==> src/rtl/rvIsaPkg.sv <==
`default_nettype none

package rvIsaPkg;

    localparam int dataWidth = 32; // Data and address width
    localparam int nickWidth = 4;  // Rename tag width, 16 tags in flight

    typedef logic [dataWidth-1:0] dataT;
    typedef logic [nickWidth-1:0] nickT;

    // Integer subset, order matters for the range check in execUnit
    typedef enum logic [4:0] {
        LUI,
        AUIPC,
        JAL,
        JALR,
        BEQ,
        BNE,
        BLT,
        BGE,
        BLTU,
        BGEU,
        ADDI,
        SLTI,
        SLTIU,
        XORI,
        ORI,
        ANDI,
        SLLI,
        SRLI,
        SRAI,
        ADD,
        SUB,
        SLL,
        SLT,
        SLTU,
        XOR,
        SRL,
        SRA,
        OR,
        AND
    } opT;

    // Taken flag values
    localparam logic jump    = 1'b1;
    localparam logic notJump = 1'b0;

endpackage

`default_nettype wire
==> src/rtl/cdbPkg.sv <==
`default_nettype none

package cdbPkg;

    localparam int padWidth = rvIsaPkg::dataWidth - rvIsaPkg::nickWidth;

    // Source word is a value once ready, otherwise the producer's tag
    typedef union packed {
        rvIsaPkg::dataT value;
        struct packed {
            logic [padWidth-1:0] pad;
            rvIsaPkg::nickT      nick;
        } tag;
    } operandU;

    typedef struct packed {
        logic    ready; // Word holds a value
        operandU word;
    } operandT;

    // Record from the issue stage
    typedef struct packed {
        rvIsaPkg::opT   op;
        rvIsaPkg::dataT pc;
        rvIsaPkg::dataT imm;
        rvIsaPkg::nickT rdNick;
        operandT        rs1;
        operandT        rs2;
    } issueT;

    // Station to execute unit, operands resolved
    typedef struct packed {
        rvIsaPkg::opT   op;
        rvIsaPkg::dataT pc;
        rvIsaPkg::dataT imm;
        rvIsaPkg::nickT rdNick;
        rvIsaPkg::dataT rs1;
        rvIsaPkg::dataT rs2;
    } dispatchT;

    typedef struct packed {
        logic           valid;
        rvIsaPkg::nickT nick;
        rvIsaPkg::dataT data;
        logic           taken;
        rvIsaPkg::dataT jumpPc;
    } cdbT;

endpackage

`default_nettype wire

==> src/rtl/exSubsystem.sv <==
`timescale 1ns/100ps
`default_nettype none

module exSubsystem #(
    parameter int rsDepth = 4
) (
    input  logic          clk,
    input  logic          rst,
    input  logic          rdy,
    input  logic          issueEn,
    input  cdbPkg::issueT issue,
    output logic          issueAccept,
    output cdbPkg::cdbT   cdb
);

    logic             dispatchEn;
    cdbPkg::dispatchT dispatch;

    // Station wakes up from the same CDB that leaves the slice
    rsStation #(
        .rsDepth(rsDepth)
    ) rsStation_inst (
        .clk        (clk),
        .rst        (rst),
        .rdy        (rdy),
        .issueEn    (issueEn),
        .issue      (issue),
        .issueAccept(issueAccept),
        .cdb        (cdb),
        .dispatchEn (dispatchEn),
        .dispatch   (dispatch)
    );

    execUnit execUnit_inst (
        .clk       (clk),
        .rst       (rst),
        .rdy       (rdy),
        .dispatchEn(dispatchEn),
        .dispatch  (dispatch),
        .cdb       (cdb)
    );

endmodule

`default_nettype wire

==> src/rtl/execUnit.sv <==
`timescale 1ns/100ps
`default_nettype none

module execUnit (
    input  logic             clk,
    input  logic             rst,
    input  logic             rdy,
    input  logic             dispatchEn,
    input  cdbPkg::dispatchT dispatch,
    output cdbPkg::cdbT      cdb
);

    localparam int zeroPad = rvIsaPkg::dataWidth - 1;

    rvIsaPkg::dataT data;
    rvIsaPkg::dataT jumpPc;
    logic           taken;
    logic           brCond;
    rvIsaPkg::dataT seqPc;
    rvIsaPkg::dataT targetPc;

    assign seqPc    = dispatch.pc + 32'd4;
    assign targetPc = dispatch.pc + dispatch.imm;

    // Branch compares
    always_comb begin
        case (dispatch.op)
            rvIsaPkg::BEQ:  brCond = dispatch.rs1 == dispatch.rs2;
            rvIsaPkg::BNE:  brCond = dispatch.rs1 != dispatch.rs2;
            rvIsaPkg::BLT:  brCond = $signed(dispatch.rs1) < $signed(dispatch.rs2);
            rvIsaPkg::BGE:  brCond = $signed(dispatch.rs1) >= $signed(dispatch.rs2);
            rvIsaPkg::BLTU: brCond = dispatch.rs1 < dispatch.rs2;
            rvIsaPkg::BGEU: brCond = dispatch.rs1 >= dispatch.rs2;
            default:        brCond = 1'b0;
        endcase
    end

    always_comb begin
        data   = '0;
        taken  = rvIsaPkg::notJump;
        jumpPc = seqPc; // Fall-through unless a jump or taken branch
        case (dispatch.op)
            rvIsaPkg::LUI:   data = dispatch.imm;
            rvIsaPkg::AUIPC: data = targetPc;
            rvIsaPkg::JAL: begin
                data   = seqPc;
                taken  = rvIsaPkg::jump;
                jumpPc = targetPc;
            end
            rvIsaPkg::JALR: begin
                data   = seqPc;
                taken  = rvIsaPkg::jump;
                jumpPc = (dispatch.rs1 + dispatch.imm) & ~32'd1;
            end
            rvIsaPkg::BEQ, rvIsaPkg::BNE, rvIsaPkg::BLT,
            rvIsaPkg::BGE, rvIsaPkg::BLTU, rvIsaPkg::BGEU: begin
                if (brCond) begin
                    taken  = rvIsaPkg::jump;
                    jumpPc = targetPc;
                end
            end
            rvIsaPkg::ADDI:  data = dispatch.rs1 + dispatch.imm;
            rvIsaPkg::SLTI:
                data = {{zeroPad{1'b0}}, $signed(dispatch.rs1) < $signed(dispatch.imm)};
            rvIsaPkg::SLTIU: data = {{zeroPad{1'b0}}, dispatch.rs1 < dispatch.imm};
            rvIsaPkg::XORI:  data = dispatch.rs1 ^ dispatch.imm;
            rvIsaPkg::ORI:   data = dispatch.rs1 | dispatch.imm;
            rvIsaPkg::ANDI:  data = dispatch.rs1 & dispatch.imm;
            rvIsaPkg::SLLI:  data = dispatch.rs1 << dispatch.imm[4:0];
            rvIsaPkg::SRLI:  data = dispatch.rs1 >> dispatch.imm[4:0];
            rvIsaPkg::SRAI:  data = $signed(dispatch.rs1) >>> dispatch.imm[4:0];
            rvIsaPkg::ADD:   data = dispatch.rs1 + dispatch.rs2;
            rvIsaPkg::SUB:   data = dispatch.rs1 - dispatch.rs2;
            rvIsaPkg::SLL:   data = dispatch.rs1 << dispatch.rs2[4:0];
            rvIsaPkg::SLT:
                data = {{zeroPad{1'b0}}, $signed(dispatch.rs1) < $signed(dispatch.rs2)};
            rvIsaPkg::SLTU:  data = {{zeroPad{1'b0}}, dispatch.rs1 < dispatch.rs2};
            rvIsaPkg::XOR:   data = dispatch.rs1 ^ dispatch.rs2;
            rvIsaPkg::SRL:   data = dispatch.rs1 >> dispatch.rs2[4:0];
            rvIsaPkg::SRA:   data = $signed(dispatch.rs1) >>> dispatch.rs2[4:0];
            rvIsaPkg::OR:    data = dispatch.rs1 | dispatch.rs2;
            rvIsaPkg::AND:   data = dispatch.rs1 & dispatch.rs2;
            default:         data = '0;
        endcase
    end

    // CDB register, held while stalled
    always_ff @(posedge clk) begin
        if (rst) begin
            cdb.valid <= 1'b0;
        end else if (rdy) begin
            cdb.valid <= dispatchEn;
            if (dispatchEn) begin
                cdb.nick   <= dispatch.rdNick;
                cdb.data   <= data;
                cdb.taken  <= taken;
                cdb.jumpPc <= jumpPc;
            end
        end
    end

    // Station never hands over a garbage opcode
    assert property (@(posedge clk) disable iff (rst)
        dispatchEn |-> !$isunknown(dispatch.op) && dispatch.op <= rvIsaPkg::AND);

endmodule

`default_nettype wire

==> src/rtl/rsStation.sv <==
`timescale 1ns/100ps
`default_nettype none

module rsStation #(
    parameter int rsDepth = 4
) (
    input  logic             clk,
    input  logic             rst,
    input  logic             rdy,
    input  logic             issueEn,
    input  cdbPkg::issueT    issue,
    output logic             issueAccept,
    input  cdbPkg::cdbT      cdb,
    output logic             dispatchEn,
    output cdbPkg::dispatchT dispatch
);

    localparam int idxWidth = $clog2(rsDepth);

    cdbPkg::issueT        slot [rsDepth];
    logic [rsDepth-1:0]   slotValid;
    cdbPkg::issueT        incoming;
    logic [idxWidth-1:0]  dispIdx;
    logic [idxWidth-1:0]  freeIdx;
    logic                 dispFound;
    logic                 full;
    logic                 issueWrite;

    // A tag match against the broadcast replaces the tag with the value
    function automatic cdbPkg::operandT capture(cdbPkg::operandT opnd, cdbPkg::cdbT bus);
        cdbPkg::operandT res;
        res = opnd;
        if (!opnd.ready && bus.valid && opnd.word.tag.nick == bus.nick) begin
            res.ready      = 1'b1;
            res.word.value = bus.data;
        end
        return res;
    endfunction

    // Bypass for a producer broadcasting in the accept cycle
    always_comb begin
        incoming     = issue;
        incoming.rs1 = capture(issue.rs1, cdb);
        incoming.rs2 = capture(issue.rs2, cdb);
    end

    // Lowest index wins for both searches
    always_comb begin
        dispFound = 1'b0;
        dispIdx   = '0;
        freeIdx   = '0;
        for (int i = rsDepth - 1; i >= 0; i--) begin
            if (slotValid[i] && slot[i].rs1.ready && slot[i].rs2.ready) begin
                dispFound = 1'b1;
                dispIdx   = idxWidth'(i);
            end
            if (!slotValid[i]) begin
                freeIdx = idxWidth'(i);
            end
        end
    end

    assign full        = &slotValid;
    assign issueAccept = rdy && !full;
    assign issueWrite  = issueEn && issueAccept;

    always_ff @(posedge clk) begin
        if (rst) begin
            slotValid  <= '0;
            dispatchEn <= 1'b0;
        end else if (rdy) begin
            dispatchEn <= dispFound;
            if (dispFound) begin
                slotValid[dispIdx] <= 1'b0;
            end
            if (issueWrite) begin
                slotValid[freeIdx] <= 1'b1;
            end
        end
    end

    always_ff @(posedge clk) begin
        if (rdy) begin
            for (int i = 0; i < rsDepth; i++) begin
                slot[i].rs1 <= capture(slot[i].rs1, cdb);
                slot[i].rs2 <= capture(slot[i].rs2, cdb);
            end
            if (issueWrite) begin
                slot[freeIdx] <= incoming; // Lowest free slot takes the record
            end
            if (dispFound) begin
                dispatch.op     <= slot[dispIdx].op;
                dispatch.pc     <= slot[dispIdx].pc;
                dispatch.imm    <= slot[dispIdx].imm;
                dispatch.rdNick <= slot[dispIdx].rdNick;
                dispatch.rs1    <= slot[dispIdx].rs1.word.value;
                dispatch.rs2    <= slot[dispIdx].rs2.word.value;
            end
        end
    end

    // Each write adds an entry and each dispatch removes one
    assert property (@(posedge clk) disable iff (rst)
        rdy |=> $countones(slotValid) ==
            $past($countones(slotValid)) + int'($past(issueWrite)) - int'($past(dispFound)));

    // Entries still waiting on an operand never leave the station
    for (genvar g = 0; g < rsDepth; g++) begin : holdCheck
        assert property (@(posedge clk) disable iff (rst)
            slotValid[g] && !(slot[g].rs1.ready && slot[g].rs2.ready) |=> slotValid[g]);
    end

endmodule

`default_nettype wire

==> config.mk <==
export PLATFORM = sky130hd
export DESIGN_NAME = exSubsystem
export DESIGN_NICKNAME = d
export VERILOG_FILES = /design/src/rtl/rvIsaPkg.sv /design/src/rtl/cdbPkg.sv /design/src/rtl/exSubsystem.sv /design/src/rtl/execUnit.sv /design/src/rtl/rsStation.sv
export SDC_FILE = /design/constraint.sdc
export NUM_CORES = 2
export LEC_CHECK = 0
export BUFFER_PORTS_ARGS = -buffer_cell sky130_fd_sc_hd__buf_2
export CAP_MARGIN = 10
export CORE_MARGIN = 2
export CORE_UTILIZATION = 40
export CTS_BUF_LIST = sky130_fd_sc_hd__clkbuf_8
export DETAILED_ROUTE_END_ITERATION = 7
export GPL_TIMING_DRIVEN = 0
export PLACE_DENSITY_LB_ADDON = 0.2
export SYNTH_ARGS = -nofsm -noshare
export SYNTH_HDL_FRONTEND = slang
export SYNTH_SLANG_ARGS = --single-unit
==> constraint.sdc <==
create_clock -name clk -period 10.9 [get_ports clk]
set_input_delay 1.09 -clock clk [delete_from_list [all_inputs] [get_ports clk]]
set_output_delay 1.09 -clock clk [all_outputs]
set_load 0.01 [all_outputs]
==> flow_summary.toml <==
[synthesis]
synthCells = 4370
synth_cell_type_count = 98
avgSynthCellArea_um2 = 11.0
syn-cell-area_mm2 = 0.0481
yosysWarnings = 0
synthTopCellsByArea = "edfxtp_1 (48%), mux2i_1 (7.2%), mux2_2 (6.4%)"
syn-num-nets = 4675
synth_top_area_cell = "edfxtp_1"
synth-seq-cells = 768
synth_edf_count = 762
synth-seq-area-share_pct = 47.8
async_reset_ff_share_pct = 0
synth_flop_cell = "edfxtp_1"
synth_top_area_share_pct = 47.5

[routing]
routed-via-count = 41900
drtIter0Drc = 5801
ant_nets = 0
dr.pass1.iters = 6
vias_per_cell = 6.44
routedWlPerCell_um = 37.5
drc = 0
wl_um = 244000

[place]
place.gp.congestion = 1.13
dp_slack_ns = 4.56
io_buffer_count = 213
dpl.hpwl_um = 194000
dpl.cell_count = 6269

[floorplan]
die_w_um = 351
core.rowCount = 127
die_h_um = 351
ios = 214
start_util_pct = 40.2
die_area_mm2 = 0.123
core_mm2 = 0.120

[global_route]
grt_pass1_vias = 39400
grt_pass1_wl_um = 327000
globalRouteTotalUtil_pct = 38.9
grt-ovfl-total = 0
antenna_found_initial = 24
grt_max_degree = 39

[clock_tree]
insertion_delay_ns = 0.87
ctsResizeCount = 0
cts-htree-levels = 4
cts.path.max_buffers = 3
cts-root-buf = "clkbuf_8"
cts_setup_buffers = 0
clkSinkCount = 768
numCtsBuffers = 132
cts_hold_buffers = 0
clk_pin_slew_ns = 0.06
cts_tree = "yes"

[layout]
fin_cells = 6505
nets = 5099
synthToLayoutAreaGrowth_pct = 13.7
drive_above_1_share_pct = 17.6
nFillCells = 11400

[timing]
min_period_ns = 6.87
slew_viol_final = 1
rsz0062_at_grt = "no"
maxSlewHeadroom_pct = -5.19
setup_violations = 0
worstMarginPinSlew_ns = 1.58
fmax_mhz = 145
fin_crit_sh_pct = 63.1
fin_skew_ns = 0.0530
fin_ws_ns = 4.03
hold_viol = 0

[critical_path]
path_max_fanout = 10
crit_required_ns = 11.42
path_common_cell = "buf_2"
cp_cell_sequence = "buf_2 -> nor2b_1 -> nand3_1 -> nand2_2 -> buf_2 -> mux2i_1 -> mux4_2 -> nor2_1 -> o21ai_0 -> nand4_1 -> a221oi_1 -> o211ai_1"
slowest_stage = "a221oi_1"
crit_family = "compound AO/OA/AOI/OAI gates"
max_stage_delay_ns = 1.20
crit_path_end_kind = "flop"
startpoint_type = "flop"
crit_buf_inv = 2
worst-setup-path-type = "flop to flop"
critPathArrivalTime_ns = 7.39

[power_and_ir_drop]
p_leak_nw = 20.4
total_power_mw = 6.30
ir_worst_vdd_mv = 0.109
power_density_mw_per_mm2 = 115

[hold_path]
worstHoldPathType = "flop to flop"

[run]
drv_cap = 0

[status]
run_status = "finished with violations"
violations = "max-slew violations"
-- worst reg2reg max path: stages, from the launching register on --
cell      delay, ns
edfxtp_1       0.35
buf_2          0.24
nor2b_1        0.71
nand3_1        0.30
nand2_2        0.27
buf_2          0.42
mux2i_1        0.81
mux4_2         0.41
nor2_1         0.04
o21ai_0        1.03
nand4_1        0.47
a221oi_1       1.20
o211ai_1       0.28
-- power breakdown --
part	internal, mW	switching, mW
Sequential	3.28	0.0403
Combinational	0.157	0.332
Clock	1.26	1.22
Total	4.70	1.59
-- layout by cell type (no fill, tap or decap), drive strengths merged, types with 25 or more instances in the layout --
cell type,instances
mux2i,346
o21ai,305
inv,176
o21bai,36
a21o,48
a31oi,27
mux2,274
xor2,49
o211ai,38
clkinv,32
nand4,37
clkbuf,357
edfxtp,762
nor3,63
xnor2,125
nor2,252
a22oi,159
ha,158
nand3,88
o221ai,39
buf,373
a221oi,30
a211oi,77
a21oi,256
nand2,307
nand2b,57
o22ai,25
-- registers in the layout (all words and copies together) (netlist names) --
register / cells
rsStation_inst.slotValid: 4
rsStation_inst.dispatchEn: 1
execUnit_inst.cdb: 70
rsStation_inst.slot: 556
rsStation_inst.dispatch: 137
-- stage by stage --
stage          area [um^2]  utilization (%)  hold slack (ns)  TNS [ns]
6_report             54800             45.8            0.417         0
5_1_grt              54700             45.7            0.392         0
4_1_cts              54700             45.7            0.374         0
2_1_floorplan        48100                -            0.400         0
3_5_place_dp         52200             43.7            0.407         0
3_3_place_gp         51200             42.8            0.402  -1146.87
-- cell families (layout without fill, tap and decap cells) --
kind of cell,after synthesis,count (layout),share of synthesized area (%)
AOI/OAI and AO/OA,1261,1261,17.5
and+or+nand+nor,933,933,9.08
DFF,768,768,47.8
muxes,639,639,14.5
buffers and inverters,433,946,3.64
xor gates and xnor gates,174,174,3.17
adders and majority gates,162,162,4.27
other,0,10,0
-- Yosys cell counts, types with 25 or more instances --
master,instances
edfxtp_1,762
mux2i_1,344
nand2_1,305
o21ai_0,297
mux2_2,274
a21oi_1,253
nor2_1,249
clkbuf_1,219
a22oi_1,159
ha_1,158
inv_1,125
xnor2_1,125
nand3_1,88
a211oi_1,76
nor3_1,62
nand2b_1,57
xor2_1,49
a21o_1,48
o221ai_1,39
o211ai_1,38
nand4_1,37
o21bai_1,36
buf_2,35
buf_1,32
a221oi_1,30
a31oi_1,27
o22ai_1,25
-- worst paths after layout --
kind | cells after the start | from | to | slack [ns]
worst max-delay path | 12 | rsStation_inst.dispatch[134]$_DFFE_PP_ | execUnit_inst.cdb[58]$_DFFE_PP_ | 4.03
worst min-delay path | 0 | rsStation_inst.dispatch[65]$_DFFE_PP_ | execUnit_inst.cdb[66]$_DFFE_PP_ | 0.42
worst max register to register | 12 | rsStation_inst.dispatch[134]$_DFFE_PP_ | execUnit_inst.cdb[58]$_DFFE_PP_ | 4.03
worst min register to register | 0 | rsStation_inst.dispatch[65]$_DFFE_PP_ | execUnit_inst.cdb[66]$_DFFE_PP_ | 0.42
-- layout make-up --
| class | count | area, um^2 | share of cell area (%) |
|---|---|---|---|
| multi-input cells | 3169 | 23500 | 42.9 |
| flip-flops and latches | 768 | 23000 | 42.0 |
| well taps | 1612 | 2020 | 3.68 |
| repair buffers | 290 | 2000 | 3.65 |
| clock buffers | 137 | 1890 | 3.44 |
| plain buffers | 305 | 1280 | 2.33 |
| clock inverters | 86 | 578 | 1.06 |
| inverters | 128 | 485 | 0.887 |
| diodes | 10 | 25.0 | 0.0457 |
-- metal layers --
layer	wire length [um]	global-route usage [%]	vias to the layer above
li1	-	-	17700
met3	24000	8.82	502
met1	106000	55.8	21100
met4	14500	20.5	20
met5	138	0	-
met2	99700	54.3	2484
No activity file was read; power rests on OpenSTA's default activity.
